File: config.mk
export PLATFORM = sky130hd
export DESIGN_NAME = icache_ctrl_flat
export DESIGN_NICKNAME = d
export VERILOG_FILES = /design/src/common/icache_pkg.sv /design/src/common/icache_array_if.sv /design/src/icache/icache_ctrl.sv /design/src/flat_wrapper.sv
export VERILOG_INCLUDE_DIRS = /design/src /design/src/common
export SDC_FILE = /design/constraint.sdc
export NUM_CORES = 1
export LEC_CHECK = 0
export BUFFER_PORTS_ARGS = -buffer_cell sky130_fd_sc_hd__buf_4
export CAP_MARGIN = 20
export CORE_AREA = 5 5 214 216
export CTS_CLUSTER_DIAMETER = 200
export DETAILED_ROUTE_END_ITERATION = 6
export DIE_AREA = 0 0 219 221
export PLACE_DENSITY = 0.56
export SYNTH_ARGS = -nofsm -noshare
export SYNTH_HDL_FRONTEND = slang
export SYNTH_SLANG_ARGS = --single-unit
File: constraint.sdc
create_clock -name clk -period 11.1 [get_ports clk]
set_input_delay 2.22 -clock clk [delete_from_list [all_inputs] [get_ports clk]]
set_output_delay 2.22 -clock clk [all_outputs]
set_load 0.03 [all_outputs]
File: src/common/icache_settings.svh
`ifndef ICACHE_SETTINGS_SVH
`define ICACHE_SETTINGS_SVH

//////////////////////////////
// cache geometry
//////////////////////////////

// set index bits, 16 sets
`define ICACHE_INDEX_WIDTH 4

// word in line bits, 4 words per line
`define ICACHE_OFFSET_WIDTH 2

// byte address width
`define ICACHE_ADDR_WIDTH 32

`endif

File: src/common/icache_pkg.sv
`include "icache_settings.svh"

package icache_pkg;

    // one instruction or one address
    typedef logic [`ICACHE_ADDR_WIDTH-1:0] word_t;

    // low half is the addressed instruction
    typedef logic [2*`ICACHE_ADDR_WIDTH-1:0] pair_t;

    // a whole line of words
    typedef logic [(`ICACHE_ADDR_WIDTH << `ICACHE_OFFSET_WIDTH)-1:0] line_t;

    typedef logic [`ICACHE_INDEX_WIDTH-1:0] index_t;
    typedef logic [`ICACHE_OFFSET_WIDTH-1:0] offset_t;

    // address bits above index, offset and byte
    typedef logic [`ICACHE_ADDR_WIDTH-2-`ICACHE_INDEX_WIDTH-`ICACHE_OFFSET_WIDTH-1:0] tag_t;

    typedef enum logic [2:0] {
        st_idle,
        st_lookup,
        st_respond,
        st_refill_req,
        st_refill_wait,
        st_fill,
        st_inval,
        st_done
    } ctrl_state_t;

endpackage

File: src/common/icache_array_if.sv
`timescale 1ns/1ps

interface icache_array_if;

    // lookup address, held by the controller
    icache_pkg::index_t lookup_index;
    icache_pkg::tag_t   lookup_tag;

    // write side
    logic               fill_en;
    icache_pkg::line_t  fill_line;
    logic               inval_en;
    logic               touch_en;

    // read results, one cycle after the index
    logic               hit;
    icache_pkg::line_t  hit_line;

    modport ctrl (
        output lookup_index, lookup_tag,
        output fill_en, fill_line, inval_en, touch_en,
        input  hit, hit_line
    );

    modport store (
        input  lookup_index, lookup_tag,
        input  fill_en, fill_line, inval_en, touch_en,
        output hit, hit_line
    );

endinterface

File: src/icache/icache_ctrl.sv
`timescale 1ns/1ps
`include "icache_settings.svh"

module icache_ctrl (
    input  logic                clk,
    input  logic                reset,

    // fetch side
    input  logic                fetch_req,
    input  icache_pkg::word_t   fetch_addr,
    input  logic                fetch_op,
    output logic                fetch_ack,
    output icache_pkg::pair_t   fetch_instr,
    output logic                fetch_pair_valid,

    // memory side
    output logic                mem_req,
    output icache_pkg::word_t   mem_addr,
    input  logic                mem_ack,
    input  icache_pkg::line_t   mem_line,

    icache_array_if.ctrl        arr
);

    localparam int OFF_LO    = 2;
    localparam int IDX_LO    = OFF_LO + `ICACHE_OFFSET_WIDTH;
    localparam int TAG_LO    = IDX_LO + `ICACHE_INDEX_WIDTH;
    localparam int WORDS     = 1 << `ICACHE_OFFSET_WIDTH;
    localparam int WORD_BITS = $bits(icache_pkg::word_t);

    icache_pkg::ctrl_state_t state;

    // request buffer
    icache_pkg::word_t   rbuf_addr;
    icache_pkg::offset_t rbuf_offset;

    // line captured from memory
    icache_pkg::line_t   refill_line;

    // pair select
    icache_pkg::line_t   sel_line;
    icache_pkg::word_t   line_words [WORDS];
    icache_pkg::word_t   sel_lo;
    icache_pkg::word_t   sel_hi;
    logic                sel_valid;
    icache_pkg::pair_t   sel_pair;
    logic                result_load;

    assign rbuf_offset = rbuf_addr[IDX_LO-1:OFF_LO];

    //////////////////////////////
    // array requests
    //////////////////////////////

    assign arr.lookup_index = rbuf_addr[TAG_LO-1:IDX_LO];
    assign arr.lookup_tag   = rbuf_addr[`ICACHE_ADDR_WIDTH-1:TAG_LO];
    assign arr.fill_line    = refill_line;

    // fill once memory has released its ack
    assign arr.fill_en  = (state == icache_pkg::st_fill) && !mem_ack;
    assign arr.inval_en = (state == icache_pkg::st_inval);
    assign arr.touch_en = (state == icache_pkg::st_respond) && arr.hit;

    //////////////////////////////
    // instruction pair
    //////////////////////////////

    // hit line on the lookup path, captured line after a refill
    always_comb begin
        sel_line = (state == icache_pkg::st_fill) ? refill_line : arr.hit_line;
        for (int i = 0; i < WORDS; i++) begin
            line_words[i] = sel_line[i*WORD_BITS +: WORD_BITS];
        end
        sel_lo = line_words[rbuf_offset];
        if (!rbuf_offset[0]) begin
            // even offset, next word shares the aligned pair
            sel_hi    = line_words[{rbuf_offset[`ICACHE_OFFSET_WIDTH-1:1], 1'b1}];
            sel_valid = 1'b1;
        end else begin
            sel_hi    = '0;
            sel_valid = 1'b0;
        end
        sel_pair = {sel_hi, sel_lo};
    end

    assign result_load = ((state == icache_pkg::st_respond) && arr.hit) ||
                         ((state == icache_pkg::st_fill) && !mem_ack);

    //////////////////////////////
    // control fsm
    //////////////////////////////

    always_ff @(posedge clk) begin
        if (reset) begin
            state     <= icache_pkg::st_idle;
            fetch_ack <= 1'b0;
            mem_req   <= 1'b0;
        end else begin
            case (state)
                icache_pkg::st_idle: begin
                    if (fetch_req) begin
                        state <= fetch_op ? icache_pkg::st_inval : icache_pkg::st_lookup;
                    end
                end
                // array read in flight
                icache_pkg::st_lookup: begin
                    state <= icache_pkg::st_respond;
                end
                icache_pkg::st_respond: begin
                    if (arr.hit) begin
                        fetch_ack <= 1'b1;
                        state     <= icache_pkg::st_done;
                    end else begin
                        state <= icache_pkg::st_refill_req;
                    end
                end
                icache_pkg::st_refill_req: begin
                    mem_req <= 1'b1;
                    state   <= icache_pkg::st_refill_wait;
                end
                icache_pkg::st_refill_wait: begin
                    if (mem_ack) begin
                        mem_req <= 1'b0;
                        state   <= icache_pkg::st_fill;
                    end
                end
                // close the memory handshake before the write
                icache_pkg::st_fill: begin
                    if (!mem_ack) begin
                        fetch_ack <= 1'b1;
                        state     <= icache_pkg::st_done;
                    end
                end
                icache_pkg::st_inval: begin
                    fetch_ack <= 1'b1;
                    state     <= icache_pkg::st_done;
                end
                // result held until the requester lets go
                icache_pkg::st_done: begin
                    if (!fetch_req) begin
                        fetch_ack <= 1'b0;
                        state     <= icache_pkg::st_idle;
                    end
                end
                default: begin
                    state <= icache_pkg::st_idle;
                end
            endcase
        end
    end

    //////////////////////////////
    // payload registers
    //////////////////////////////

    always_ff @(posedge clk) begin
        if ((state == icache_pkg::st_idle) && fetch_req) begin
            rbuf_addr <= fetch_addr;
            // line aligned, offset and byte bits cleared
            mem_addr  <= {fetch_addr[`ICACHE_ADDR_WIDTH-1:IDX_LO], {IDX_LO{1'b0}}};
        end
        if ((state == icache_pkg::st_refill_wait) && mem_ack) begin
            refill_line <= mem_line;
        end
        if (result_load) begin
            fetch_instr      <= sel_pair;
            fetch_pair_valid <= sel_valid;
        end else if (state == icache_pkg::st_inval) begin
            fetch_instr      <= '0;
            fetch_pair_valid <= 1'b0;
        end
    end

endmodule

File: src/flat_wrapper.sv
// flat-port wrapper written by rule: the top's interface ports become plain ports
module icache_ctrl_flat 
  (clk, reset, fetch_req, fetch_addr, fetch_op, fetch_ack, fetch_instr, fetch_pair_valid, mem_req, mem_addr, mem_ack, mem_line, arr_lookup_index, arr_lookup_tag, arr_fill_en, arr_fill_line, arr_inval_en, arr_touch_en, arr_hit, arr_hit_line);
  icache_array_if arr_i ();
  input  logic clk;
  input  logic reset;
  input  logic fetch_req;
  input  icache_pkg::word_t fetch_addr;
  input  logic fetch_op;
  output logic fetch_ack;
  output icache_pkg::pair_t fetch_instr;
  output logic fetch_pair_valid;
  output logic mem_req;
  output icache_pkg::word_t mem_addr;
  input  logic mem_ack;
  input  icache_pkg::line_t mem_line;
  output wire logic [$bits(arr_i.lookup_index)-1:0] arr_lookup_index;
  output wire logic [$bits(arr_i.lookup_tag)-1:0] arr_lookup_tag;
  output wire logic [$bits(arr_i.fill_en)-1:0] arr_fill_en;
  output wire logic [$bits(arr_i.fill_line)-1:0] arr_fill_line;
  output wire logic [$bits(arr_i.inval_en)-1:0] arr_inval_en;
  output wire logic [$bits(arr_i.touch_en)-1:0] arr_touch_en;
  input wire logic [$bits(arr_i.hit)-1:0] arr_hit;
  input wire logic [$bits(arr_i.hit_line)-1:0] arr_hit_line;
  assign arr_lookup_index = arr_i.lookup_index;
  assign arr_lookup_tag = arr_i.lookup_tag;
  assign arr_fill_en = arr_i.fill_en;
  assign arr_fill_line = arr_i.fill_line;
  assign arr_inval_en = arr_i.inval_en;
  assign arr_touch_en = arr_i.touch_en;
  assign arr_i.hit = arr_hit;
  assign arr_i.hit_line = arr_hit_line;
  icache_ctrl u_core (.clk(clk), .reset(reset), .fetch_req(fetch_req), .fetch_addr(fetch_addr), .fetch_op(fetch_op), .fetch_ack(fetch_ack), .fetch_instr(fetch_instr), .fetch_pair_valid(fetch_pair_valid), .mem_req(mem_req), .mem_addr(mem_addr), .mem_ack(mem_ack), .mem_line(mem_line), .arr(arr_i));
endmodule
==> reports/qor.csv, run 1 <==
metric;value;unit
cts_tree;built;
antenna_found_initial;2;
start_kind;primary input;
crit_fanout;5;
drive_gt1_share;63.2;%
skew;0.00811;ns
whs_path_depth;2;
port_buffers;545;
ys_seq_area_share;70.1;%
syn_area;0.00970;mm^2
worst_hold_path.endpoint;u_core.fetch_ack;
hp-class;register to register;
syn2layout_area_growth;53.1;%
synth_seq_cells;228;
clock_path_buffers;3;
cpPeakStageDelay;0.35;ns
wl_per_cell;21.6;um
finalSetupTns;0;ns
clock-sinks;228;
ff2ff_path_depth;5;
gr-total-overflow;0;
finalWirelength;34600;um
fin_crit;5.27;ns
grt_pass1_wl;48500;um
synth.avg_cell_area;19.9;um^2
cp_num_buf_inv;3;
path_clk_slew;0.05;ns
postCtsHoldBufs;0;
worstPathRequired;8.88;ns
cp_slowest_cell;nand4bb_1;
min_from;u_core.fetch_ack;
rsz0062_at_grt;false;
die_h;221;um
grt_usage;13.4;%
drcViolationCount;0;
yosysTopAreaCell;edfxtp_1;
grt_max_degree;66;
crit_top_cell;buf_4;
cts_resized;0;
drv_slew;0;
finalPower;2.43;mW
worstSkewPairLatency;0.54;ns
reg2reg_setup_slack;8.38;ns
core;0.0437;mm^2
worstPathArrival;3.05;ns
fmax;190;MHz
cts_made_buffers;28;
via_per_inst;4.11;
finalHoldViolCount;0;
drt_iter0_drc;295;
postSynthCellCount;487;
num_antenna_cells;0;
hpwl;26600;um
powerDensity;164;mW/mm^2
synth_top_cell_area_share;69.0;%
reg2reg_to;u_core.fetch_instr[10];
cts_setup_buffers;0;
status;completed;
maxCapViolCount;0;
grt_pass1_vias;7113;
vdd_drop_max;122;uV
io_pins;552;
fin_nets;1283;
endpoint_kind;output port;
initial_core_util;22.2;%
crit_family;buffers and inverters;
yosysUniqueCellTypes;32;
leakage;6.07;nW
rr_startpoint;u_core.state[1];
yosys_warnings;0;
vias;6577;
fin_crit_sh;47.5;%
rows;77;
postRouteAntennaNets;0;
max_slew_margin;39.8;%
cp.depth;4;
setup_viol;0;
dieArea;0.0484;mm^2
path_cells;buf_4 -> nand4bb_1 -> inv_1 -> buf_4;
clockRootBuffer;clkbuf_16;
gp_congestion;0.785;
worst_pin_slew;0.903;ns
synth_area_leaders;edfxtp_1 (69%), mux4_2 (9.5%), mux4_1 (6.2%);
die_w;219;um
h-tree-depth;1;
first_pass_iters;4;
crit_type;primary input to output port;
-- cell usage in the layout, fill, tap and decap left out, types with 2 or more instances in the layout --
master	instances
clkbuf_1	11
inv_1	5
a21oi_1	7
edfxtp_1	223
clkbuf_16	29
clkinv_1	4
buf_4	555
nor2b_1	2
dfxtp_1	5
nor2_1	3
nor3_1	2
and2_1	33
a22o_1	32
conb_1	4
mux4_1	23
clkinv_2	5
nand4bb_1	2
nand2_1	3
o21a_1	2
mux4_2	41
-- tightest hold or removal path: cells and delay by family, from the launching register on --
family	cells	cell delay [ns]
flip-flops	1	0.31
AND/OR/NAND/NOR	1	0.10
AO/OA/AOI/OAI	1	0.07
-- cell families after synthesis --
logic type      after synthesis  share of synthesized area, %
compound gates               51                          4.09
buf+inv                      92                          6.78
flops                       228                          70.1
mux                          64                          15.7
other cells                   1                        0.0387
simple gates                 51                          3.28
-- state kept, by name, indices dropped and copies added, names as in the netlist --
name,count
u_core.mem_addr,1
u_core.arr.fill_line,128
u_core.rbuf_addr,29
u_core.mem_req,1
u_core.state,3
u_core.fetch_ack,1
u_core.fetch_instr,64
u_core.fetch_pair_valid,1
-- metal layers --
| metal | vias to the layer above | share of wire (%) | GRT usage, % |
|---|---|---|---|
| met5 | - | 0.078 | 0 |
| met4 | 4 | 2.5 | 3.50 |
| met3 | 56 | 8.9 | 4.74 |
| met2 | 301 | 52 | 24.0 |
| met1 | 3276 | 36 | 15.2 |
| li1 | 2940 | - | - |
-- per-stage QoR --
stage / hold WS [ns] / instance area, um^2 / instances / worst slack (ns) / util [%]
floorplan: 0.629 / 9710 / 490 / 2.48 / -
global placement: 0.528 / 14000 / 1550 / 5.83 / 32.1
detailed placement: 0.522 / 14000 / 1551 / 5.82 / 32.1
CTS: 0.530 / 14900 / 1600 / 5.82 / 34.0
global route: 0.585 / 14900 / 1600 / 5.77 / 34.0
finish: 0.527 / 14900 / 1600 / 5.83 / 34.0
-- power by group --
part	internal [mW]	total [mW]	switching [mW]
registers	1.04	1.08	0.0368
logic	0.223	0.532	0.309
clock network	0.474	0.825	0.351
-- synthesized netlist by cell type (all sizes together) --
library cell,number
o21bai,1
and2,33
nor2b,2
dfxtp,5
conb,1
nand2b,1
nand2,3
a21oi,8
mux4,64
a21boi,2
o2bb2ai,1
edfxtp,223
inv,5
buf,83
nor4b,1
o21a,2
a22o,32
o22ai,1
and3b,1
nor3,2
nor2,4
a211oi,1
clkbuf,4
o21ai,2
nand4bb,2
a31oi,1
nand3b,1
or3b,1
-- worst max path at each step --
stage,slack (ns),to,from
after floorplan,2.48,u_core.arr.fill_line[0],mem_ack
after global placement,5.83,arr_fill_en,mem_ack
after detailed placement,5.82,arr_fill_en,mem_ack
after CTS,5.82,arr_fill_en,mem_ack
after global routing,5.77,arr_fill_en,mem_ack
final,5.83,arr_fill_en,mem_ack
-- final cells by class --
type | count | area (um^2)
Timing Repair Buffer | 556 | 4190
Clock inverter | 9 | 40.0
Fill cell | 4325 | 28900
Tap cell | 592 | 741
Sequential cell | 228 | 6800
Inverter | 5 | 18.8
Multi-Input combinational cell | 170 | 2300
Clock buffer | 40 | 767
Power figures use the tool's default switching activity.
==> inputs of run 2 (changes only) <==
Settings changed: PLACE_DENSITY 0.56 to 0.58.
Clock period 11.1 ns to 4.5 ns, I/O delays scaled along.
==> run 2 against run 1 <==
Compared with the run above:
- global-route usage decreased by 0.26 points
- power grew 150%
- highest routed layer is now met4
- clock skew rose by 0.0089 ns
- first-iteration DRC count rose by 21%
- routed wire length decreased by 1.9%
- register-to-register slack lost 6.5 ns
- utilization increased by 0.13 points
- final cell count fell by 0.19%
==> reports/qor.csv, run 2 (synthesis results as in run 1) <==
metric;value;unit;change
postCtsHoldBufs;0;;unchanged
final_common_cell;buf_4;;unchanged
drive_gt1_share;63.8;%;was 63.2%
min_from;u_core.fetch_ack;;unchanged
whs_path_depth;2;;unchanged
p_seq_share;43.7;%;was 44.2%
rr_startpoint;u_core.state[0];;was u_core.state[1]
worstPathRequired;3.60;ns;was 8.88 ns
initial_core_util;22.2;%;unchanged
fin_nets;1282;;was 1283
status;completed;;unchanged
core;0.0437;mm^2;unchanged
drcViolationCount;0;;unchanged
post-route-util;34.1;%;was 34.0%
power_frac_comb;21.5;%;was 21.9%
worstSkewPairLatency;0.54;ns;about the same
clkPwrFrac;34.8;%;was 33.9%
fmax;357;MHz;
p_int;4.37;mW;was 1.74 mW
io_pins;552;;unchanged
crit_type;register to output port;;was primary input to output port
finalWirelength;34000;um;was 34600 um
rsz0062_at_grt;false;;unchanged
fillerInstances;4345;;was 4325
cts_tree;built;;unchanged
cts_resized;0;;unchanged
skew;0.0170;ns;was 0.00811 ns
grt_pass1_vias;7296;;was 7113
rows;77;;unchanged
powerDensity;408;mW/mm^2;was 164 mW/mm^2
finalHoldViolCount;0;;unchanged
clock-sinks;228;;unchanged
postRouteAntennaNets;0;;unchanged
hpwl;26400;um;was 26600 um
crit_fanout;16;;was 5
power.switching;1.71;mW;was 0.697 mW
switching_share;28.1;%;was 28.6%
setup_viol;0;;unchanged
cts_made_buffers;27;;was 28
reg2reg_setup_slack;1.93;ns;was 8.38 ns
largest_register_ffs;128;;unchanged
reg2reg_to;u_core.fetch_instr[25];;was u_core.fetch_instr[10]
fin_crit_sh;62.3;%;
seqCellArea;0.00680;mm^2;unchanged
grt_pass1_wl;48300;um;was 48500 um
grt_usage;13.1;%;was 13.4%
via_per_inst;4.14;;was 4.11
h-tree-depth;1;;unchanged
maxCapViolCount;0;;unchanged
die_h;221;um;unchanged
worstPathArrival;1.90;ns;was 3.05 ns
port_buffers;545;;unchanged
dieArea;0.0484;mm^2;unchanged
clock_path_buffers;3;;unchanged
fin_crit;2.80;ns;
wl_per_cell;21.3;um;was 21.6 um
clockRootBuffer;clkbuf_16;;unchanged
cts_setup_buffers;0;;unchanged
first_pass_iters;4;;unchanged
max_slew_margin;27.4;%;was 39.8%
num_antenna_cells;0;;unchanged
drt_iter0_drc;358;;was 295
antenna_found_initial;1;;was 2
worst_pin_slew;1.09;ns;was 0.903 ns
final_cell_mix;buf_4 (554), edfxtp_1 (223), mux4_2 (41);;was buf_4 (555), edfxtp_1 (223), mux4_2 (41)
hp-class;register to register;;unchanged
grt_max_degree;67;;was 66
leakage;6.10;nW;was 6.07 nW
cpPeakStageDelay;0.64;ns;was 0.35 ns
syn2layout_area_growth;53.7;%;was 53.1%
vias;6619;;was 6577
die_w;219;um;unchanged
vdd_drop_max;266;uV;was 122 uV
path_cells;nand4bb_1 -> inv_1 -> buf_4;;was buf_4 -> nand4bb_1 -> inv_1 -> buf_4
multi_input_area;0.00231;mm^2;was 0.00230 mm^2
gp_congestion;0.779;;was 0.785
finalSetupTns;0;ns;unchanged
cp_slowest_cell;dfxtp_1;;was nand4bb_1
endpoint_kind;output port;;unchanged
start_kind;register;;was primary input
gr-total-overflow;0;;unchanged
ff2ff_path_depth;4;;was 5
worst_hold_path.endpoint;u_core.fetch_ack;;unchanged
drv_slew;0;;unchanged
path_clk_slew;0.06;ns;was 0.05 ns
-- run 2: how the worst max path moves through the flow --
| stage | from | end | slack (ns) |
|---|---|---|---|
| floorplan | mem_ack | u_core.fetch_instr[0] | 0.05 |
| global placement | mem_ack | u_core.fetch_instr[9] | 1.52 |
| detailed placement | mem_ack | u_core.fetch_instr[1] | 1.51 |
| CTS | u_core.state[0] | arr_fill_en | 1.63 |
| global route | u_core.state[0] | arr_fill_en | 1.50 |
| finish | u_core.state[0] | arr_fill_en | 1.70 |
-- run 2: critical path, delay by kind of cell (launching register included) --
kind,cells,cell delay [ns]
buffers and inverters,2,0.37
DFF,1,0.64
and+or+nand+nor,1,0.35
-- run 2: layer usage --
layer | up-vias | part of all wire, % | GRT usage, %
met5 | - | 0 | 0
met4 | 0 | 3.0 | 4.32
met3 | 55 | 8.9 | 3.44
met2 | 323 | 52 | 23.7
met1 | 3303 | 36 | 15.1
li1 | 2938 | - | -
-- run 2: layout make-up --
cell class / count / share of cell area (%)
clock buffers: 35 / 4.93
clock inverters: 11 / 0.722
inverters: 5 / 0.126
multi-input cells: 170 / 15.5
flip-flops and latches: 228 / 45.6
well taps: 592 / 4.97
repair buffers: 556 / 28.2
-- run 2: through the flow --
stage | cells | setup slack (ns) | power, mW | instance area (um^2) | hold slack [ns]
CTS | 1597 | 1.63 | 6.19 | 14900 | 0.489
global route | 1597 | 1.50 | 6.35 | 14900 | 0.493
finish | 1597 | 1.70 | 6.08 | 14900 | 0.528
global placement | 1551 | 1.52 | 4.01 | 14100 | 0.522
floorplan | 490 | 0.0468 | 3.47 | 9730 | 0.629
detailed placement | 1551 | 1.51 | 4.03 | 14100 | 0.523
-- run 2: power by group through the flow --
stage	Combinational, mW	Clock [mW]	Sequential, mW
floorplan	0.526	0	2.94
global placement	1.32	0	2.69
detailed placement	1.33	0	2.70
CTS	1.33	2.20	2.66
global route	1.38	2.29	2.67
finish	1.31	2.11	2.66
